## src/common/nibble_cpu_pkg.sv

```systemverilog
package nibble_cpu_pkg;

    // vector types with a meaning
    typedef logic [31:0] word_t;
    typedef logic [31:0] addr_t;
    typedef logic [3:0]  nibble_t;
    typedef logic [4:0]  reg_idx_t;
    typedef logic [2:0]  nibble_idx_t;

    typedef enum logic [2:0] {
        add,
        sub,
        and_op,
        or_op,
        xor_op
    } alu_op_t;

    typedef enum logic [2:0] {
        reset_st,
        instr_fetch,
        decode,
        execute,
        writeback,
        error_st
    } cpu_state_t;

    // memory map
    localparam int unsigned ram_words        = 256;
    localparam addr_t       ram_bytes        = addr_t'(ram_words * 4);
    localparam addr_t       reset_pc         = 32'h0000_0000;
    localparam addr_t       reg_base         = 32'h0000_1000;
    localparam addr_t       reg_window_bytes = 32'd128;

    // opcodes and function fields
    localparam logic [6:0] opcode_op_imm = 7'h13;
    localparam logic [6:0] opcode_op     = 7'h33;
    localparam logic [2:0] f3_add_sub    = 3'b000;
    localparam logic [2:0] f3_xor        = 3'b100;
    localparam logic [2:0] f3_or         = 3'b110;
    localparam logic [2:0] f3_and        = 3'b111;
    localparam logic [6:0] f7_base       = 7'h00;
    localparam logic [6:0] f7_sub        = 7'h20;

    localparam int unsigned nibbles_per_word = 8;

    // AXI responses
    localparam logic [1:0] resp_okay   = 2'b00;
    localparam logic [1:0] resp_slverr = 2'b10;

endpackage

```

## src/verilog/register_file.sv

```systemverilog
`timescale 1ns/1ps

module register_file (
    input  logic                     clk,
    input  logic                     rst_n,
    input  nibble_cpu_pkg::reg_idx_t rs1_idx,
    input  nibble_cpu_pkg::reg_idx_t rs2_idx,
    output nibble_cpu_pkg::word_t    rs1_data,
    output nibble_cpu_pkg::word_t    rs2_data,
    input  logic                     rd_we,
    input  nibble_cpu_pkg::reg_idx_t rd_idx,
    input  nibble_cpu_pkg::word_t    rd_data,
    input  nibble_cpu_pkg::reg_idx_t dbg_idx,
    output nibble_cpu_pkg::word_t    dbg_data
);

    nibble_cpu_pkg::word_t regs [32];

    // x0 is cleared by reset and never written
    always_ff @(posedge clk) begin
        if (!rst_n) begin
            for (int i = 0; i < 32; i++) begin
                regs[i] <= '0;
            end
        end else if (rd_we && rd_idx != '0) begin
            regs[rd_idx] <= rd_data;
        end
    end

    // registered read ports for the core
    always_ff @(posedge clk) begin
        rs1_data <= regs[rs1_idx];
        rs2_data <= regs[rs2_idx];
    end

    // debug port for host readback
    always_ff @(posedge clk) begin
        dbg_data <= regs[dbg_idx];
    end

endmodule
```

## config.mk

```make
export PLATFORM = sky130hd
export DESIGN_NAME = register_file
export DESIGN_NICKNAME = d
export VERILOG_FILES = /design/src/common/nibble_cpu_pkg.sv /design/src/verilog/register_file.sv
export SDC_FILE = /design/constraint.sdc
export NUM_CORES = 2
export LEC_CHECK = 0
export BUFFER_PORTS_ARGS = -buffer_cell sky130_fd_sc_hd__buf_2
export CAP_MARGIN = 0
export CORE_MARGIN = 2
export CORE_UTILIZATION = 60
export DETAILED_ROUTE_END_ITERATION = 8
export PLACE_DENSITY = 0.81
export SKIP_CTS_REPAIR_TIMING = 1
export SLEW_MARGIN = 5
export SYNTH_ARGS = -nofsm -noshare
export SYNTH_HDL_FRONTEND = slang
export SYNTH_SLANG_ARGS = --single-unit
```

## constraint.sdc

```tcl
create_clock -name clk -period 4.4 [get_ports clk]
set_clock_uncertainty 0.05 [all_clocks]
set_input_delay 0.44 -clock clk [delete_from_list [all_inputs] [get_ports clk]]
set_output_delay 0.44 -clock clk [all_outputs]
set_load 0.05 [all_outputs]
```

## After elaboration in Yosys (flattened, before gate mapping)

Memory sizes are Yosys's and may differ from the RTL's. A register that Yosys moved wholly into a read port is not among the register bits.
Cells that the tools add are included.
W data, S select, Z words.

- Output and inout port bits: 96
- Bits of input ports: 55
- Logic and storage cells: 11
- RAM bits: 1,024
- Memories: 1
- Bits in registers: 0

Memory list:

| memory | depth | bits a word | read ports | clocked after Yosys merged registers in | write ports | RTL line | RTL |
|---|---|---|---|---|---|---|---|
| regs | 32 | 32 | 3 | 3 | 32 | register_file.sv:17 | `nibble_cpu_pkg::word_t regs [32];` |

- Muxes and demuxes: 7
- Reductions and logical operators: 3

Operators with widths:

| cell | number |
|---|---|
| $mux W32 | 1 |
| $reduce_or A32 Y1 | 1 |
| $mux W1 | 5 |
| $mux W5 | 1 |
| $reduce_bool A5 Y1 | 1 |
| $logic_and A1 B1 Y1 | 1 |

## Depth between registers and ports, before layout

- Word-level depth: 7
- Gate-level depth with buffers: 8
- Mapped depth without buffers: 5

## Worst setup path before layout

No wires, ideal clock.

- Kind: input to register
- Start: input rst_n
- End: memory regs[24][0] (netlist bit), enable pin
- Cell stages on the path: 4
- Setup time: 466 ps
- Path buffers: 1
- Arrival: 3,326 ps
- Required time: 3,884 ps
- Slack: 559 ps
- Path through: nand2_1 > or3_4 > buf_6 > o21ai_0

RTL lines:

| item | RTL line | RTL |
|---|---|---|
| start, declared | register_file.sv:5 | `input logic rst_n,` |
| end, declared | register_file.sv:17 |  |

==> results.ini <==
[run_status]
status = complete, no violations

[worst_setup_path]
r2r-end = rs1_data[12]
critPathMaxFanout = 17
cp-end-kind = flop
worstPathCellList = buf_2, nand2_1, nor2_1, nand2_2, nor2_4, buf_4, and2_1
worst-r2r-cell-count = 5
r2r_slack_ps = 2610
cp.required_ps = 4940
r2r-start = regs[2][12]
max_stage_delay_ps = 860
worstPathArrival_ps = 3190
critPathLaunchType = primary input
slowest_stage = nor2_4
setup.worst_path.class = primary input to flop

[logic_synthesis]
synth_ff_type = edfxtp_1
synthDistinctLibCells = 33
synth_cells = 5863
synth-seq-cells = 1120
synth_edf_count = 1024
synth.cell_area_mm2 = 0.06643
synthArstFlopShare_pct = 0
synth.avg_cell_area_um2 = 11.33
seq_area_frac_synth_pct = 49.18
yosys_warnings = 0

[layout]
drive_gt1_share_pct = 10.19
fillers = 7980
synthToLayoutAreaGrowth_pct = 9.639
mostFrequentLayoutCells = 1536 x mux2i_1, 1024 x edfxtp_1, 992 x and2_1
final_common_cell = mux2i_1
fin_area_mm2 = 0.07284
fin_nets = 5823

[clock_network]
root_buffer = clkbuf_16
ctsHtreeMaxLevel = 3
clk-insertion-delay-late_ps = 720
numCtsBuffers = 117
cts_tree = done
max-clock-path-buffers = 3
clk_pin_slew_worst_paths_ps = 60
clock_sinks = 1120

[pwr]
combPwrFrac_pct = 15.8
ir_drop_mv = 0.3484
power.switching_mw = 7.731
p_sw_share_pct = 28.41
power_density_mw_per_mm2 = 373.6
total_leakage_power_nw = 29.45
internal_power_mw = 19.48
power_frac_clock_pct = 37.2
seqPwrFrac_pct = 47.0

[routing]
drt_wl_total_um = 229600
viasPerCell = 7.124
dr_total_vias = 52443
drc = 0
initialDrtViolationCount = 8717
wl_per_cell_um = 31.19
ant_nets = 0
first_pass_iters = 8

[job]
cap_violations = 0

[sta]
max_freq_ghz = 0.3763
finalCritPeriodShare_pct = 60.40
drv_slew = 0
slew_headroom_pct = 10.82
rsz0062_at_grt = false
min_period_ps = 2658
fin_hold_ws_ps = 259.6
worstMarginPinSlew_ps = 1335
final_hold_viol_count = 0
finalSetupTns_ps = 0
layout_setup_ws_ps = 1742
setup_viol = 0

[min_path]
holdPathStages = 2
hp-class = primary input to flop
hold_end = regs[15][5]
min_from = rd_data[5]

[floorplanning]
io_pins = 151
rows = 122
die_area_mm2 = 0.1134
chipWidth_um = 336.8
die_y_um = 336.8
core_mm2 = 0.1102
start_util_pct = 60.28

[grt]
grt_max_degree = 107
grt_pass1_wl_um = 329200
grt_pass1_vias = 50949
antenna_found_initial = 10
grt_use_total_pct = 39.49
grt-ovfl-total = 0

[placement]
dp_hpwl_um = 133500
placed_area_mm2 = 0.06894
routabilityCongestion = 0.9155
portBuffers = 150
dpl_worst_slack_ps = 1183

==> synthesized netlist by cell type (all sizes together), types with 3 or more instances <==
| master | count | share of area, % |
|---|---|---|
| and2 | 995 | 9.4 |
| dfxtp | 96 | 2.9 |
| buf | 254 | 2.2 |
| edfxtp | 1024 | 46 |
| nor2 | 36 | 0.29 |
| nand2b | 6 | 0.057 |
| o21ai | 31 | 0.23 |
| a21oi | 288 | 2.2 |
| mux2i | 1536 | 23 |
| nand3 | 289 | 2.2 |
| or2 | 3 | 0.028 |
| a31oi | 96 | 0.90 |
| nor2b | 6 | 0.057 |
| nand3b | 3 | 0.034 |
| a22oi | 288 | 3.3 |
| a22o | 192 | 2.5 |
| nor3 | 96 | 0.72 |
| clkbuf | 322 | 1.9 |
| nand2 | 294 | 1.7 |
==> power by group through the flow <==
stage / clock [mW] / combinational [mW] / sequential (mW)
3_3_place_gp: 0 / 4.05 / 12.9
2_1_floorplan: 0 / 2.33 / 13.4
3_5_place_dp: 0 / 4.12 / 13.0
4_1_cts: 10.1 / 4.14 / 12.8
6_report: 10.1 / 4.30 / 12.8
5_1_grt: 10.5 / 4.41 / 12.9
==> layout make-up <==
cell class	count	area [um^2]	area share (%)
multi-input cells	4197	31740	43.58
inverters	1	3.754	0.005153
diodes	7	17.52	0.02405
clock buffers	152	3242	4.451
repair buffers	331	2665	3.659
clock inverters	65	636.9	0.8744
flip-flops and latches	1120	32670	44.86
well taps	1488	1862	2.556
==> registers in the layout, summed over array words and instances (netlist names) <==
register / cells
dbg_data: 32
regs: 1024
rs2_data: 32
rs1_data: 32
==> per-stage QoR <==
step / utilization (%) / total power [mW] / cells
after detailed placement: 62.55 / 17.10 / 7137
final: 66.09 / 27.21 / 7361
after floorplan: - / 15.69 / 5894
after global placement: 62.55 / 16.97 / 7137
after global routing: 66.07 / 27.80 / 7354
after CTS: 66.07 / 26.99 / 7354
==> worst max path at each step <==
stage | startpoint | endpoint | slack (ps) | cells after the start
final | rst_n | regs[29][9] | 1740 | 7
after global routing | rst_n | regs[29][4] | 1660 | 7
after CTS | rst_n | regs[29][2] | 1940 | 7
after detailed placement | rst_n | regs[29][2] | 1180 | 7
after global placement | rst_n | regs[29][1] | 1170 | 7
after floorplan | rst_n | regs[24][0] | 560 | 4
==> layer usage <==
layer,vias up,track usage [%],wire length [um]
met4,14,25.44,16740
met5,-,0,86
met3,1121,9.881,33250
met1,25181,52.26,81810
li1,21495,-,-
met2,4632,58.02,97740
==> kinds of logic after synthesis <==
group | Yosys count | share of synthesized area (%)
compound gates | 895 | 9.093
buf+inv | 577 | 4.108
flops | 1120 | 49.18
mux | 1536 | 23.14
other cells | 1 | 0.005645
simple gates | 1734 | 14.47
==> worst max-delay path: cells and delay by family <==
family / cells / cell delay [ps]
AND/OR/NAND/NOR: 5 / 1830
buffers and inverters: 2 / 880
No activity file was read; power rests on OpenSTA's default activity.
