--- src/common/nibble_cpu_pkg.sv ---
package nibble_cpu_pkg;

    // vector types with a meaning
    typedef logic [31:0] word_t;
    typedef logic [31:0] addr_t;
    typedef logic [3:0]  nibble_t;
    typedef logic [4:0]  reg_idx_t;
    typedef logic [2:0]  nibble_idx_t;

    typedef enum logic [2:0] {
        add,
        sub,
        and_op,
        or_op,
        xor_op
    } alu_op_t;

    typedef enum logic [2:0] {
        reset_st,
        instr_fetch,
        decode,
        execute,
        writeback,
        error_st
    } cpu_state_t;

    // memory map
    localparam int unsigned ram_words        = 256;
    localparam addr_t       ram_bytes        = addr_t'(ram_words * 4);
    localparam addr_t       reset_pc         = 32'h0000_0000;
    localparam addr_t       reg_base         = 32'h0000_1000;
    localparam addr_t       reg_window_bytes = 32'd128;

    // opcodes and function fields
    localparam logic [6:0] opcode_op_imm = 7'h13;
    localparam logic [6:0] opcode_op     = 7'h33;
    localparam logic [2:0] f3_add_sub    = 3'b000;
    localparam logic [2:0] f3_xor        = 3'b100;
    localparam logic [2:0] f3_or         = 3'b110;
    localparam logic [2:0] f3_and        = 3'b111;
    localparam logic [6:0] f7_base       = 7'h00;
    localparam logic [6:0] f7_sub        = 7'h20;

    localparam int unsigned nibbles_per_word = 8;

    // AXI responses
    localparam logic [1:0] resp_okay   = 2'b00;
    localparam logic [1:0] resp_slverr = 2'b10;

endpackage

--- src/verilog/host_port.sv ---
`timescale 1ns/1ps

module host_port (
    input  logic                     clk,
    input  logic                     rst_n,
    input  logic                     run,
    input  nibble_cpu_pkg::addr_t    awaddr,
    input  logic                     awvalid,
    output logic                     awready,
    input  nibble_cpu_pkg::word_t    wdata,
    // byte lanes ignored, every write is a full word
    input  logic [3:0]               wstrb,
    input  logic                     wvalid,
    output logic                     wready,
    output logic [1:0]               bresp,
    output logic                     bvalid,
    input  logic                     bready,
    input  nibble_cpu_pkg::addr_t    araddr,
    input  logic                     arvalid,
    output logic                     arready,
    output nibble_cpu_pkg::word_t    rdata,
    output logic [1:0]               rresp,
    output logic                     rvalid,
    input  logic                     rready,
    output logic                     ram_we,
    output logic [7:0]               ram_waddr,
    output nibble_cpu_pkg::word_t    ram_wdata,
    output logic [7:0]               ram_raddr,
    input  nibble_cpu_pkg::word_t    ram_rdata,
    output nibble_cpu_pkg::reg_idx_t dbg_idx,
    input  nibble_cpu_pkg::word_t    dbg_data
);

    logic aw_rdy, ar_rdy, rd_pend;
    logic aw_fire, ar_fire;
    logic wr_in_ram, rd_in_ram, rd_in_reg;
    logic rd_ram_q, rd_reg_q;
    nibble_cpu_pkg::addr_t reg_off;

    // aw and w are taken together, never while the core runs
    assign awready = aw_rdy & ~run;
    assign wready  = awready;
    assign aw_fire = awready & awvalid & wvalid;
    assign arready = ar_rdy;
    assign ar_fire = ar_rdy & arvalid;

    assign wr_in_ram = awaddr < nibble_cpu_pkg::ram_bytes;
    assign ram_we    = aw_fire & wr_in_ram;
    assign ram_waddr = awaddr[9:2];
    assign ram_wdata = wdata;

    // an address below reg_base wraps and falls outside the window
    assign reg_off   = araddr - nibble_cpu_pkg::reg_base;
    assign rd_in_ram = araddr < nibble_cpu_pkg::ram_bytes;
    assign rd_in_reg = reg_off < nibble_cpu_pkg::reg_window_bytes;
    assign ram_raddr = araddr[9:2];
    assign dbg_idx   = reg_off[6:2];

    always_ff @(posedge clk) begin
        if (!rst_n) begin
            aw_rdy  <= 1'b0;
            bvalid  <= 1'b0;
            ar_rdy  <= 1'b0;
            rd_pend <= 1'b0;
            rvalid  <= 1'b0;
        end else begin
            aw_rdy <= !aw_rdy && awvalid && wvalid && !bvalid && !run;
            if (aw_fire) begin
                bvalid <= 1'b1;
            end else if (bready) begin
                bvalid <= 1'b0;
            end
            // one read in flight, from acceptance until rready
            ar_rdy  <= !ar_fire && !rd_pend && !rvalid;
            rd_pend <= ar_fire;
            if (rd_pend) begin
                rvalid <= 1'b1;
            end else if (rready) begin
                rvalid <= 1'b0;
            end
        end
    end

    always_ff @(posedge clk) begin
        if (aw_fire) begin
            bresp <= wr_in_ram ? nibble_cpu_pkg::resp_okay : nibble_cpu_pkg::resp_slverr;
        end
        if (ar_fire) begin
            rd_ram_q <= rd_in_ram;
            rd_reg_q <= rd_in_reg;
        end
        // ram and register file data arrive one cycle after acceptance
        if (rd_pend) begin
            rdata <= rd_ram_q ? ram_rdata : (rd_reg_q ? dbg_data : '0);
            rresp <= (rd_ram_q || rd_reg_q) ? nibble_cpu_pkg::resp_okay
                                            : nibble_cpu_pkg::resp_slverr;
        end
    end

endmodule

--- config.mk ---
export PLATFORM = sky130hd
export DESIGN_NAME = host_port
export DESIGN_NICKNAME = d
export VERILOG_FILES = /design/src/common/nibble_cpu_pkg.sv /design/src/verilog/host_port.sv
export SDC_FILE = /design/constraint.sdc
export NUM_CORES = 1
export LEC_CHECK = 0
export ABC_AREA = 0
export BUFFER_PORTS_ARGS = -buffer_cell sky130_fd_sc_hd__buf_2
export CAP_MARGIN = 20
export CORE_AREA = 4 4 103 105
export CTS_CLUSTER_SIZE = 10
export DETAILED_ROUTE_END_ITERATION = 8
export DIE_AREA = 0 0 107 109
export GPL_TIMING_DRIVEN = 0
export MAX_ROUTING_LAYER = met4
export SETUP_SLACK_MARGIN = 0.2
export SLEW_MARGIN = 20
export SYNTH_ARGS = -nofsm -noshare
export SYNTH_HDL_FRONTEND = slang
export SYNTH_SLANG_ARGS = --single-unit
--- constraint.sdc ---
create_clock -name clk -period 1.38 [get_ports clk]
set_clock_uncertainty 0.1 [all_clocks]
set_input_delay 0.069 -clock clk [delete_from_list [all_inputs] [get_ports clk]]
set_output_delay 0.069 -clock clk [all_outputs]
set_load 0.005 [all_outputs]
# [Word-level counts from Yosys, hierarchy flattened]
# Cells that the tools add are included.
[word_totals] ff_bits=43 input_bits=172
[classes] add_sub_neg=1 n_lt_le_gt_ge=3 muxes=8 bitwise_logic=6 reduce_logical=15
[ops] cell="$lt 32x11->1 const B" n=2
[ops] cell="$mux 32" n=2
[ops] cell="$lt 32x8->1 const B" n=1
[ops] cell="$sub 32x13->32 const B" n=1
[ops] cell="$logic_and 1x1->1" n=6
[ops] cell="$logic_not 1->1" n=6
[ops] cell="$and 1x1->1" n=5
[ops] cell="$mux 1" n=4
[ops] cell="$mux 2" n=2
[ops] cell="$reduce_bool 2->1" n=2
[ops] cell="$logic_or 1x1->1" n=1
[ops] cell="$not 1->1" n=1

# [Logic depth before layout (Yosys ltp)]
[logic_depth] depth_word=5 depth_mapped=5 mapped_depth_nobuf=5

# [Worst setup path after synthesis]
# No wires, ideal clock.
[synth_timing] path_type="reg-to-reg" start="reg rd_pend" end="reg rdata[0] (enable)" t_arrival_ns=1.021 required_ns=0.886 path_slack_ns=-0.135 stages_incl_launch_ff=1 path_buffers=0 path_cell_list="dfxtp_1"
[synth_rtl] item="from (decl)" line_no="host_port.sv:34" source="logic aw_rdy, ar_rdy, rd_pend;"
[synth_rtl] item="from (signal assigned)" line_no="host_port.sv:75" source="rd_pend <= ar_fire;"
[synth_rtl] item="to (signal assigned)" line_no="host_port.sv:94" source="rdata <= rd_ram_q ? ram_rdata : (rd_reg_q ? dbg_data : '0);"
[synth_rtl] item="to (decl)" line_no="host_port.sv:21" source="output nibble_cpu_pkg::word_t rdata,"
# No word-level cell between the ends.

# [Final worst setup path]
[layout_timing] start="in awaddr[29]" end="out ram_we"
[layout_between] elab_chain_cells=2
[layout_lines] item="from (decl)" line_no="host_port.sv:7" source="input nibble_cpu_pkg::addr_t awaddr,"
[layout_lines] item="$lt 32x11->1" line_no="host_port.sv:47" source="assign wr_in_ram = awaddr < nibble_cpu_pkg::ram_bytes;"
[layout_lines] item="$and 1x1->1" line_no="host_port.sv:48" source="assign ram_we = aw_fire & wr_in_ram;"
[layout_lines] item="to (decl)" line_no="host_port.sv:25" source="output logic ram_we,"
# Every way passes these cells.

==> key figures <==
Clock network
  • # H-tree levels: 2
  • Clk sinks: 41
  • TritonCTS Buffers: 5
  • Worst skew pair latency: 280 ps
  • Worst-path clk slew: 80 ps
  • Maximum clock insertion buffer count: 2
  • Cts-stage hold buffer count: 68
  • CTS tree: built
  • Root Driver: clkbuf_8

Yosys
  • Synthesized area per cell: 12.0 µm²
  • Synthesized area: 2230 µm²
  • Cells after Synth: 186
  • Synthesis Warnings: 0
  • Sequential area share after synthesis: 0.529
  • Yosys reg bits: 41
  • Number of distinct library cells after synthesis: 28

Power and ir drop
  • Clock power share: 0.254
  • Pwr dens: 632 nW/µm²
  • Switching pwr: 624 µW
  • Combinational share of power: 0.255
  • Internal: 2.22 mW
  • Switch share: 0.219
  • Maximum VDD drop: 0.325 mV
  • Sequential power share: 0.491
  • Pleak: 2.16 nW

Routing
  • Residual DRC count: 0
  • Initial DRT Pass Iterations: 4
  • Final ANT Viol Nets: 0
  • WL final: 8.61 mm
  • Max Used Layer: met4
  • Initial DRC count: 122
  • Met2 wire len: 4.79 mm
  • Vias post-DR: 2495
  • WL per Instance: 14.0 µm
  • Met3 wire length: 727 µm
  • Vias per inst: 4.06
  • Wl on met1: 3.04 mm

Floorplanning
  • Top-Level Pins: 267
  • Core area: 9640 µm²
  • Die Span X: 107 µm
  • Initial Utilization: 0.232
  • Chip height: 109 µm
  • FP Rows: 36
  • Die area: 11700 µm²

Timing
  • Max Freq: 653 MHz
  • Slew Limit Fails: 0
  • Final number of setup-violating endpoints: 1
  • Fin Hold WS: -25.5 ps
  • Setup WS post-layout: -152 ps
  • Final min period: 1530 ps
  • Fin crit share: 1.11
  • Endpoints failing hold: 1
  • RSZ-0062 raised after global routing: true

Placed design
  • Port Buffers: 211
  • Routability Congestion: 0.726
  • Cells after DPL: 531
  • Hpwl dp: 6.19 mm
  • Area after DPL: 3550 µm²

Run status
  • Status: finished, violations left
  • Failing checks: hold timing, setup timing

Layout
  • Layout cells sized above 1: 0.635
  • Top reg by flops: rdata
  • Final nets: 653
  • Area delta synth->final: 101%
  • Fin cells: 615
  • Fin area: 4500 µm²
  • Fillers: 915
  • Final Util: 0.467
  • Max reg flops: 32
  • # diodes: 0

Global routing
  • Congestion Overflow GR: 0
  • Largest net degree at the start of global routing: 36
  • Number of global-route vias before repair: 2637
  • Initial antenna violation count: 0
  • GRT Util Overall: 0.139
  • First-pass GRT wire length: 12.5 mm

Worst hold path
  • Worst min path class: in2reg

Worst setup path
  • CP endpoint kind: output port
  • CP Class: in2out
  • CP max stage cell: or4_4
  • Cell family with most CP delay: simple AND/OR/NAND/NOR gates
  • CP dominant cell by count: or4_4
  • Crit path required time: 1210 ps
  • Flop-to-flop setup slack: 10 ps
  • Critical path data arrival time: 1360 ps
  • Critical path startpoint category: input port
  • Buffers and inverters on the worst path: 2
  • Worst-path fanout max: 2
  • Worst path cell trace: buf_6 > or4_4 > or4_4 > nor2_2 > buf_2
  • Slowest Stage Delay on Critical Path: 510 ps

Flow run
  • Max cap viols: 0
-- cells in the mapped netlist --
| cell | count | share of area |
|---|---|---|
| dfxtp_1 | 5 | 0.045 |
| and2_1 | 1 | 0.0028 |
| nor2_1 | 6 | 0.010 |
| edfxtp_1 | 36 | 0.48 |
| conb_1 | 1 | 0.0017 |
| nor2b_1 | 3 | 0.0084 |
| nand3_1 | 1 | 0.0022 |
| a21boi_0 | 1 | 0.0034 |
| nor3_1 | 3 | 0.0067 |
| nor4b_2 | 3 | 0.020 |
| xnor2_1 | 1 | 0.0039 |
| or4_4 | 2 | 0.010 |
| buf_4 | 56 | 0.19 |
| nor4b_1 | 1 | 0.0039 |
| o21a_1 | 1 | 0.0034 |
| and2b_2 | 1 | 0.0039 |
| nor4bb_1 | 1 | 0.0045 |
| o21ai_0 | 1 | 0.0022 |
| nor4_1 | 6 | 0.017 |
| or4_1 | 2 | 0.0067 |
| and3_1 | 2 | 0.0056 |
| xor2_1 | 3 | 0.012 |
| a22o_1 | 31 | 0.12 |
| nand2_1 | 7 | 0.012 |
| nand4_1 | 2 | 0.0056 |
| nand2b_1 | 1 | 0.0028 |
| clkbuf_1 | 7 | 0.012 |
| inv_1 | 1 | 0.0017 |
-- power by group through the flow --
stage | Sequential [mW] | Clock, mW | Combinational, mW
2_1_floorplan | 1.44 | 0 | 0.219
3_3_place_gp | 1.44 | 0 | 0.517
3_5_place_dp | 1.44 | 0 | 0.523
4_1_cts | 1.41 | 0.772 | 0.689
5_1_grt | 1.40 | 0.819 | 0.784
6_report | 1.40 | 0.724 | 0.725
-- kinds of logic after synthesis --
family / Yosys count / share of synthesized area
buffers and inverters: 64 / 0.202
other: 1 / 0.00168
AO/OA/AOI/OAI: 34 / 0.130
AND/OR/NAND/NOR: 42 / 0.122
flip-flops: 41 / 0.529
XOR/XNOR: 4 / 0.0157
-- cell usage in the layout, fill, tap and decap left out, types with 2 or more instances in the layout --
cell type      instances
buf_2                208
dlygate4sd3_1         68
buf_4                 58
edfxtp_1              36
a22o_1                31
clkbuf_8               7
nand2_1                6
nor4_1                 6
buf_8                  6
buf_6                  5
nor2_1                 3
or4_4                  3
nor2_2                 3
xor2_1                 3
dfxtp_1                3
nand4_1                2
clkbuf_16              2
nor2b_4                2
nor3_1                 2
nor4b_2                2
and3_1                 2
conb_1                 2
clkinv_1               2
-- worst paths after layout --
kind	startpoint	endpoint	cells past startpoint
worst max register to register	rd_ram_q	rdata[2]	4
worst max-delay path	awaddr[29]	ram_we	5
worst min-delay path	awaddr[27]	bresp[1]	2
worst min register to register	rvalid	arready	1
-- cell type report --
cell class / count / area (µm²) / area share
clock inverters: 3 / 12.5 / 0.00278
well taps: 133 / 166 / 0.0370
multi-input cells: 82 / 661 / 0.147
clock buffers: 5 / 68.8 / 0.0153
flip-flops and latches: 41 / 1190 / 0.264
repair buffers: 287 / 1860 / 0.414
inverters: 1 / 3.75 / 0.000834
plain buffers: 63 / 537 / 0.119
-- timing repair --
| item | 4_1_cts | 5_1_grt |
|---|---|---|
| setup endpoints to repair | 71 | 59 |
| endpoints found under the hold margin | 38 | 1 |
| resized for setup | 11 | 13 |
| pin swaps | 1 | 3 |
| buffers inserted | 2 | 4 |
| gates cloned | 2 | 0 |
-- metal layers --
layer  track usage  vias to the layer above
met1         0.144                     1109
met3        0.0326                        4
met5             -                        -
li1              -                     1226
met2         0.267                      156
met4        0.0320                        0
-- per-stage QoR --
stage               power, mW  worst slack (ps)  TNS, ps
global placement         1.95              -249     -804
floorplan                1.66             -53.9     -106
finish                   2.84              -152     -152
CTS                      2.87              -166     -177
global route             3.00              -181     -912
detailed placement       1.96              -257     -796
No activity file was read; power rests on OpenSTA's default activity.
