===== src/common/nibble_cpu_pkg.sv =====
package nibble_cpu_pkg;

    // vector types with a meaning
    typedef logic [31:0] word_t;
    typedef logic [31:0] addr_t;
    typedef logic [3:0]  nibble_t;
    typedef logic [4:0]  reg_idx_t;
    typedef logic [2:0]  nibble_idx_t;

    typedef enum logic [2:0] {
        add,
        sub,
        and_op,
        or_op,
        xor_op
    } alu_op_t;

    typedef enum logic [2:0] {
        reset_st,
        instr_fetch,
        decode,
        execute,
        writeback,
        error_st
    } cpu_state_t;

    // memory map
    localparam int unsigned ram_words        = 256;
    localparam addr_t       ram_bytes        = addr_t'(ram_words * 4);
    localparam addr_t       reset_pc         = 32'h0000_0000;
    localparam addr_t       reg_base         = 32'h0000_1000;
    localparam addr_t       reg_window_bytes = 32'd128;

    // opcodes and function fields
    localparam logic [6:0] opcode_op_imm = 7'h13;
    localparam logic [6:0] opcode_op     = 7'h33;
    localparam logic [2:0] f3_add_sub    = 3'b000;
    localparam logic [2:0] f3_xor        = 3'b100;
    localparam logic [2:0] f3_or         = 3'b110;
    localparam logic [2:0] f3_and        = 3'b111;
    localparam logic [6:0] f7_base       = 7'h00;
    localparam logic [6:0] f7_sub        = 7'h20;

    localparam int unsigned nibbles_per_word = 8;

    // AXI responses
    localparam logic [1:0] resp_okay   = 2'b00;
    localparam logic [1:0] resp_slverr = 2'b10;

endpackage


===== src/alu/nibble_alu.sv =====
`timescale 1ns/1ps

module nibble_alu (
    input  logic                    clk,
    input  logic                    rst_n,
    input  logic                    start,
    input  nibble_cpu_pkg::alu_op_t op,
    input  nibble_cpu_pkg::word_t   operand_a,
    input  nibble_cpu_pkg::word_t   operand_b,
    output nibble_cpu_pkg::word_t   result,
    output logic                    done
);

    localparam nibble_cpu_pkg::nibble_idx_t last_nibble =
        nibble_cpu_pkg::nibble_idx_t'(nibble_cpu_pkg::nibbles_per_word - 1);

    nibble_cpu_pkg::word_t       a_sh, b_sh;
    nibble_cpu_pkg::alu_op_t     op_q, cur_op;
    nibble_cpu_pkg::nibble_idx_t cnt;
    nibble_cpu_pkg::nibble_t     cur_a, cur_b, slice;
    logic                        carry, busy, cur_cin;
    logic [4:0]                  sum;

    // nibble 0 comes straight from the operands in the start cycle
    always_comb begin
        cur_op  = start ? op : op_q;
        cur_a   = start ? operand_a[3:0] : a_sh[3:0];
        cur_b   = start ? operand_b[3:0] : b_sh[3:0];
        cur_cin = start ? (op == nibble_cpu_pkg::sub) : carry;
        // subtract as a + ~b + 1
        if (cur_op == nibble_cpu_pkg::sub) begin
            cur_b = ~cur_b;
        end
        sum = {1'b0, cur_a} + {1'b0, cur_b} + 5'(cur_cin);
        case (cur_op)
            nibble_cpu_pkg::and_op: slice = cur_a & cur_b;
            nibble_cpu_pkg::or_op:  slice = cur_a | cur_b;
            nibble_cpu_pkg::xor_op: slice = cur_a ^ cur_b;
            default:                slice = sum[3:0];
        endcase
    end

    always_ff @(posedge clk) begin
        if (!rst_n) begin
            busy <= 1'b0;
            done <= 1'b0;
            cnt  <= '0;
        end else begin
            done <= busy && cnt == last_nibble;
            if (start) begin
                busy <= 1'b1;
                cnt  <= 3'd1;
            end else if (busy) begin
                cnt <= cnt + 3'd1;
                if (cnt == last_nibble) begin
                    busy <= 1'b0;
                end
            end
        end
    end

    // operand and result shifters, result fills from the top
    always_ff @(posedge clk) begin
        if (start || busy) begin
            a_sh   <= (start ? operand_a : a_sh) >> 4;
            b_sh   <= (start ? operand_b : b_sh) >> 4;
            carry  <= sum[4];
            result <= {slice, result[31:4]};
        end
        if (start) begin
            op_q <= op;
        end
    end

endmodule


===== config.mk =====
export PLATFORM = sky130hd
export DESIGN_NAME = nibble_alu
export DESIGN_NICKNAME = d
export VERILOG_FILES = /design/src/common/nibble_cpu_pkg.sv /design/src/alu/nibble_alu.sv
export SDC_FILE = /design/constraint.sdc
export NUM_CORES = 1
export LEC_CHECK = 0
export CORE_MARGIN = 2
export CORE_UTILIZATION = 63
export DETAILED_ROUTE_END_ITERATION = 12
export DONT_BUFFER_PORTS = 1
export HOLD_SLACK_MARGIN = 0.1
export PLACE_DENSITY = 0.75
export SYNTH_ARGS = -nofsm -noshare
export SYNTH_HDL_FRONTEND = slang
export SYNTH_SLANG_ARGS = --single-unit

===== constraint.sdc =====
create_clock -name clk -period 2.9 [get_ports clk]
set_clock_uncertainty 0.2 [all_clocks]
set_input_delay 0.145 -clock clk [delete_from_list [all_inputs] [get_ports clk]]
set_output_delay 0.145 -clock clk [all_outputs]
set_load 0.05 [all_outputs]

# After elaboration in Yosys (flattened, before gate mapping)
# Index checks and enable logic that the tools add are counted.
classes:
  n_bitwise: 5
  n_addsub: 3
  eq_ne: 6
  reduce_logical: 4
  n_mux: 13
ops:
  columns: ["op", "count"]
  rows:
  - ["28-bit 2-to-1 mux", 2]
  - ["4-bit 2-to-1 mux", 3]
  - ["4-bit one-hot mux with 3 select lines", 1]
  - ["3-bit by 1-bit == test with 1-bit output, second input constant", 2]
  - ["3-bit by 2-bit == test with 1-bit output, second input constant", 2]
  - ["3-bit == test, second input constant", 2]
  - ["1-bit 2-to-1 mux", 6]
  - ["4-bit by 4-bit adder with 5-bit output", 1]
  - ["5-bit by 1-bit adder with 5-bit output", 1]
  - ["4-bit AND", 1]
  - ["4-bit inverter", 1]
  - ["4-bit bitwise OR", 1]
  - ["4-bit bitwise XOR", 1]
  - ["3-bit by 1-bit adder with 3-bit output, second input constant", 1]
  - ["3-bit 2-to-1 mux", 1]
  - ["2-bit nonzero test", 1]
  - ["2-bit OR reduction", 1]
  - ["1-bit logical AND", 1]
  - ["1-bit logical OR", 1]
  - ["1-bit inverter", 1]
totals:
  out_inout_bits: 33
  wordCells: 42
  in_bits: 70
  register_bits: 97

# Logic depth before layout (Yosys ltp)
# Gate-level depths: netlist (run 1).
depth:
  ltp_word: 6
  ltp_mapped: 10
  mapped_depth_nobuf: 9

# Worst setup path after synthesis (run 1)
# Ideal clock, no wire load.
synth_timing:
  path_kind: "input-to-reg"
  from: "input start"
  to: "register result[31], data pin"
  setup_ns: 0.158
  setup_slack_ns: 0.266
  stages: 9
  t_arrival_ns: 2.276
  cell_sequence: "buf_6 -> clkbuf_1 -> clkbuf_1 -> inv_1 -> a21o_1 -> fa_1 -> and2_1 -> or4b_1 -> a211oi_2"
synth_via:
  elab_chain_len: 6
  word_cells_on_any_way: 16
  classes_between: "add/sub (2); eq/ne (4); mux (6); bitwise (4)"
synth_rtl:
  columns: ["item", "line", "source"]
  rows:
  - ["start: declaration", "nibble_alu.sv:6", "input logic start,"]
  - ["3-bit 2-to-1 mux / 4-bit 2-to-1 mux (equally long branches)", null, null]
  - ["3-bit by 1-bit == test with 1-bit output / 4-bit inverter (equally long branches)", "nibble_alu.sv:31, nibble_alu.sv:32", null]
  - ["4-bit 2-to-1 mux", "nibble_alu.sv:31", "if (cur_op == nibble_cpu_pkg::sub) begin"]
  - ["4-bit by 4-bit adder with 5-bit output", "nibble_alu.sv:34", "sum = {1'b0, cur_a} + {1'b0, cur_b} + 5'(cur_cin);"]
  - ["5-bit by 1-bit adder with 5-bit output", "nibble_alu.sv:34", null]
  - ["4-bit one-hot mux with 3 select lines *", "nibble_alu.sv:35", "case (cur_op)"]
  - ["via slice[3]", "nibble_alu.sv:20", "nibble_cpu_pkg::nibble_t cur_a, cur_b, slice;"]
  - ["end signal: assignment", "nibble_alu.sv:68", "result <= {slice, result[31:4]};"]
  - ["end: declaration", "nibble_alu.sv:10", "output nibble_cpu_pkg::word_t result,"]
# Mark *: on every way through the listed nets, which the timed path passes. The rest lies on a longest branch.
# A chain may end at the register's enable or synchronous reset.

# Worst setup path after layout (run 1)
layout_timing:
  from: "register op_q[1]"
  to: "register result[31], data pin"
layout_via:
  elab_chain_len: 6
  word_cells_on_any_way: 12
  classes_between: "add/sub (2); eq/ne (4); mux (3); bitwise (3)"
layout_rtl:
  columns: ["item", "line", "source"]
  rows:
  - ["start: declaration", "nibble_alu.sv:18", "nibble_cpu_pkg::alu_op_t op_q, cur_op;"]
  - ["start signal: assignment", "nibble_alu.sv:71", "op_q <= op;"]
  - ["3-bit 2-to-1 mux *", null, null]
  - ["3-bit by 1-bit == test with 1-bit output", "nibble_alu.sv:31", null]
  - ["4-bit 2-to-1 mux", "nibble_alu.sv:31", null]
  - ["4-bit by 4-bit adder with 5-bit output", "nibble_alu.sv:34", null]
  - ["5-bit by 1-bit adder with 5-bit output", "nibble_alu.sv:34", null]
  - ["4-bit one-hot mux with 3 select lines *", "nibble_alu.sv:35", null]
  - ["via slice[3]", "nibble_alu.sv:20", null]
# Marks and branches as above.

==> impl_results.md, run 1 <==
- Post-route DRC: 0
- Critical path fanouts, max: 4
- DRT met1 WL: 3080 um
- Grt total ovfl: 0
- H-tree depth: 3
- Fmax: 0.365 GHz
- #FFs+latches synth: 97
- CP startpoint kind: register
- Final worst slack: 162 ps
- Async set-or-reset flop fraction in the synthesized netlist: 0%
- Port bufs: 0
- Reg power frac: 59.6%
- Final cell count without fillers: 409
- Syn_nets: 340
- Row count: 29
- DP HPWL: 4520 um
- Met2 WL: 4020 um
- Clk root buf: clkbuf_8
- Antenna Nets Post-Route: 0
- Number of I/O pins: 103
- Tightest Pin Transition: 753 ps
- Mapped Cells: 259
- Layout area overhead: 23.0%
- Clock Sinks: 97
- Fin crit period: 2740 ps
- Wire per inst: 19.2 um
- Critical path arrival: 2740 ps
- WHS Endpoint: a_sh[19]
- Max_cap viols: 0
- Seq/Total Area, Yosys: 66.8%
- Worst r2r dst: result[31]
- VDD IR max: 535 uV
- Setup tns final: 0 ps
- Total leakage power: 1.97 nW
- Syn avg cell area: 16.4 sq um
- Met3 Wirelength: 615 um
- Internal power: 2.52 mW
- R2r setup slk: 160 ps
- Initial antenna violation count: 0
- Worst setup path category: register to register
- Post-CTS Setup Inserts: 0
- First-pass GRT wire length: 12,300 um
- DR vias/cell: 5.88
- Largest net degree at the start of global routing: 62
- Cell depth of the worst flop-to-flop path: 7
- GRT Util Overall: 22.5%
- Hold Crit Start: start
- Final Net Count: 408
- Worst-Skew Late Latency: 360 ps
- CP Capture Type: register
- Num CTS Buffers: 9
- Post-synth cell types: 43
- Dpl cell area: 4320 sq um
- PwrDens: 683 nW/um^2
- Final setup vio count: 0
- Detailed Route Iter0 Violations: 125
- Hold Vio Cnt, Final: 0
- Req. time, crit path: 2900 ps
- Synth Cell Area: 4240 sq um
- Total routed wirelength: 7870 um
- Final hold slack: 137 ps
- Post-synth EDFFs: 89
- Gate power share: 12.3%
- Synthesis Warnings: 0
- Drt first pass iters: 4
- Hold Path Depth: 2
- Vias: 2,404
- Die X-Extent: 86.0 um
- Max Transition Viols Final: 0
- Final period utilization: 94.4%
- Share of layout cells above drive strength 1: 24.7%
- Place WS: 167 ps
- Clock power frac: 28.0%
- Die Footprint: 7400 sq um
- RSZ-0062 raised after global routing: no
- Highest metal used: met4
- Routability Congestion: 0.863
- Synth Flop Type: edfxtp_1
- Pwr Total: 3.56 mW
- Clock Path Buffers: 2
- Net Switching: 1.04 mW
- Reg-to-Reg Start: op_q[1]
- Worst slew margin: 48.4%
- Initial Util: 66.0%
- Sw Share: 29.2%
- Dpl cells: 329
- # diodes: 0
- Core outline area: 6420 sq um
- Worst Hold Class: input pin to register
- Clk slew on worst S/H paths: 90 ps
- Layout Utilization: 81.2%
- Final instance area: 5220 sq um
- Die height: 86.0 um
- Number of global-route vias before repair: 2,495
- CTS tree: done
- Outcome: completed
-- placed cells by master, fill, tap and decap left out, types with 6 or more instances in the layout --
cell type       n
mux2i_1        10
and2_1         10
clkbuf_8       11
edfxtp_1       89
dfxtp_1         8
inv_1          10
ha_1           10
dlygate4sd3_1  63
a21oi_1         6
nor2_1          7
mux2_2         50
-- worst max-delay path by stage --
stage                 start    endpoint  slack (ps)  cells past startpoint
floorplan             start  result[31]         270                      9
global placement    op_q[1]  result[31]         220                      7
detailed placement  op_q[1]  result[31]         170                      7
CTS                 op_q[1]  result[31]         130                      7
global route        op_q[1]  result[31]          40                      9
finish              op_q[1]  result[31]         160                      7
-- synth_stat cells, types with 2 or more instances --
cell       n  share of area (%)
a21oi_1    6               0.71
and2_1    10                1.5
buf_2      5               0.59
clkbuf_1   3               0.27
dfxtp_1    8                3.8
edfxtp_1  89                 63
ha_1      10                3.0
inv_1     10               0.89
inv_2      4               0.35
mux2_2    50                 13
mux2i_1   10                2.4
nand2_1    3               0.27
nand3_1    2               0.24
nor2_1     8               0.71
nor3_1     2               0.24
o211ai_1   4               0.71
o21ai_0    2               0.24
o21ai_1    3               0.35
o311ai_1   3               0.62
xnor2_1    2               0.41
xor2_1     3               0.62
-- cell type report --
class | count | area (sq um)
Clock buffer | 11 | 151
Sequential cell | 97 | 2830
Clock inverter | 5 | 85.1
Inverter | 14 | 52.6
Fill cell | 349 | 1210
Timing Repair Buffer | 66 | 686
Multi-Input combinational cell | 139 | 1310
Tap cell | 77 | 96.3
-- sequential cells by signal, indices dropped and copies added (netlist names) --
register	cells
a_sh	28
result	32
b_sh	28
carry	1
done	1
cnt	3
busy	1
op_q	3
-- power by group through the flow --
| stage | Combinational (mW) | Clock (mW) | Sequential [mW] |
|---|---|---|---|
| 4_1_cts | 0.432 | 1.01 | 2.13 |
| 5_1_grt | 0.480 | 1.06 | 2.15 |
| 3_3_place_gp | 0.330 | 0 | 2.15 |
| 2_1_floorplan | 0.294 | 0 | 2.13 |
| 6_report | 0.439 | 0.998 | 2.12 |
| 3_5_place_dp | 0.343 | 0 | 2.16 |
-- routing by layer --
metal	up-vias	global-route usage [%]
met2	104	37.8
met4	0	9.96
met3	15	5.97
li1	1130	-
met5	-	0
met1	1155	27.5
-- worst max-delay path, stage by stage (launching register included) --
cell and delay, ps:
dfxtp_1 340, nor4b_4 340, nor2_2 130, xor2_1 220
fa_1 450, and2_1 170, or4b_1 490, a211oi_2 230
-- cell families after synthesis --
group           Yosys count  share of synthesized area [%]
compound gates           27                           4.51
buf+inv                  23                           2.36
fa+ha+maj                11                           3.42
simple gates             33                           5.02
mux                      63                           16.8
flops                    97                           66.8
xor+xnor                  5                           1.03
-- repair_timing --
item / 4_1_cts / 5_1_grt
endpoints found under the setup margin: 0 / 1
hold buffers: 64 / 0
resized for setup: 0 / 1
hold endpoints to repair: 66 / 0
No activity file was read; power rests on OpenSTA's default activity.
==> inputs of run 2 (changes only) <==
--- a/config.mk
+++ b/config.mk
@@ -9,8 +9,10 @@
 export CORE_UTILIZATION = 63
 export DETAILED_ROUTE_END_ITERATION = 12
 export DONT_BUFFER_PORTS = 1
+export GPL_TIMING_DRIVEN = 0
 export HOLD_SLACK_MARGIN = 0.1
 export PLACE_DENSITY = 0.75
+export RECOVER_POWER = 50
 export SYNTH_ARGS = -nofsm -noshare
 export SYNTH_HDL_FRONTEND = slang
 export SYNTH_SLANG_ARGS = --single-unit
==> run 2 against run 1 <==
  * Total power is 0.91% lower
  * Die area stayed put
  * Via count is 0.67% lower
  * Clock-buffer cell count stayed put
  * Maximum frequency is 0.30% higher
  * Cell count is 1.7% higher
  * Sequential power hardly changed
  * Final area is 0.17% higher
  * Hold slack better by 48 ps
==> impl_results.md, run 2 (same netlist as run 1, synthesis figures left out) <==
- VDD IR max: 507 uV
- CP Capture Type: register
- Fmax: 0.366 GHz
- Setup tns final: 0 ps
- Routability Congestion: 0.790
- RSZ-0062 raised after global routing: no
- R2r setup slk: 170 ps
- Reg area: 2830 sq um
- Number of global-route vias before repair: 2,584
- Fin crit period: 2730 ps
- # diodes: 0
- First-pass GRT wire length: 12,200 um
- Hold Vio Cnt, Final: 0
- Fillers: 347
- Tightest Pin Transition: 672 ps
- CP top delay family: simple AND/OR/NAND/NOR gates
- Commonest cells after routing, fill and taps aside: edfxtp_1, dlygate4sd3_1, mux2_2
- Post-route DRC: 0
- Clock Sinks: 97
- Num CTS Buffers: 9
- CTS tree: done
- DR vias/cell: 5.74
- Die Footprint: 7400 sq um
- CP cell instances: nor4b_4 > nor2_2 > xor2_1 > fa_1 > and2_1 > or4b_1 > a211oi_2
- Layout Utilization: 81.4%
- Clk slew on worst S/H paths: 80 ps
- Antenna Nets Post-Route: 0
- Worst slew margin: 53.9%
- Req. time, crit path: 2890 ps
- CP startpoint kind: register
- Initial antenna violation count: 0
- Final Net Count: 415
- Multi-input gate area: 1310 sq um
- Critical path fanouts, max: 4
- DP HPWL: 4640 um
- Final setup vio count: 0
- Initial Util: 66.0%
- Detailed Route Iter0 Violations: 112
- Worst-Skew Late Latency: 350 ps
- Worst Hold Class: input pin to register
- Drt first pass iters: 4
- Number of I/O pins: 103
- Max FFs per register: 32
- Worst setup path category: register to register
- Max_cap viols: 0
- Total routed wirelength: 7620 um
- Core outline area: 6420 sq um
- Grt met3 use: 5.77%
- GRT Util Overall: 22.2%
- Share of layout cells above drive strength 1: 23.9%
- Total leakage power: 1.97 nW
- Critical path arrival: 2720 ps
- Layout area overhead: 23.2%
- GRT met1 Usage: 28.5%
- GR peak layer: met2
- Biggest register: result
- Final period utilization: 94.1%
- Crit path buffers/inverters: 0
- Wire per inst: 18.3 um
- Die X-Extent: 86.0 um
- Crit path max-delay cell type: or4b_1
- Biggest regs: result (32), a_sh (28), b_sh (28)
- Row count: 29
- Commonest non-fill, non-tap cell in the layout: edfxtp_1
- Met2 track demand over resource: 36.4%
- Grt total ovfl: 0
- Largest net degree at the start of global routing: 66
- Clk root buf: clkbuf_8
- Die height: 86.0 um
- Max Transition Viols Final: 0
- Vias: 2,388
- Clock Path Buffers: 2
- H-tree depth: 3
- Outcome: completed
- Port bufs: 0
- Slowest stage delay, CP: 480 ps
- PwrDens: 675 nW/um^2
## run 2: path summary, 6_finish.rpt
kind | cells past startpoint | endpoint | startpoint
worst max-delay path | 7 | result[31] | op_q[1]
worst min-delay path | 4 | result[28] | operand_a[0]
worst max register to register | 7 | result[31] | op_q[1]
worst min register to register | 2 | cnt[2] | cnt[2]
## run 2: tightest hold or removal path: cells and delay by family
family | cells | cell delay [ps]
adders and majority gates | 1 | 140
muxes | 1 | 170
AOI/OAI and AO/OA | 2 | 170
## run 2: power breakdown
part	total, mW	switching (mW)	internal [mW]
combinational	0.436	0.210	0.226
clock	0.971	0.441	0.530
sequential	2.12	0.362	1.76
total	3.53	1.01	2.52
## run 2: through the flow
step | instances | power [mW] | setup slack (ps) | cell area [sq um] | hold WS, ps
5_1_grt | 416 | 3.67 | 44.0 | 5230 | 232
3_3_place_gp | 336 | 2.50 | -422 | 4340 | 100
6_report | 416 | 3.53 | 170 | 5230 | 185
2_1_floorplan | 259 | 2.42 | 266 | 4240 | 95.9
4_1_cts | 416 | 3.53 | 116 | 5230 | 177
3_5_place_dp | 337 | 2.51 | -215 | 4370 | 114
## run 2: repair_timing
item,CTS,global route
endpoints found under the setup margin,0,1
buffers inserted,0,0
hold endpoints to repair,66,0
resized for setup,0,3
hold buffers,63,0
## run 2: area by class of cell
class | instances | share of cell area (%)
sequential | 97 | 54.2
inverter | 14 | 1.01
timing repair buffer | 64 | 12.6
multi-input combinational | 139 | 25.1
tap | 77 | 1.84
clock inverter | 5 | 1.48
buffer | 9 | 0.838
clock buffer | 11 | 2.90
## run 2: metal layers
layer / share of wire [%] / vias up / routed length [um]
li1: - / 1131 / -
met1: 43 / 1168 / 3310
met2: 49 / 76 / 3730
met3: 5.6 / 13 / 424
met4: 2.1 / 0 / 157
met5: 0 / - / 0
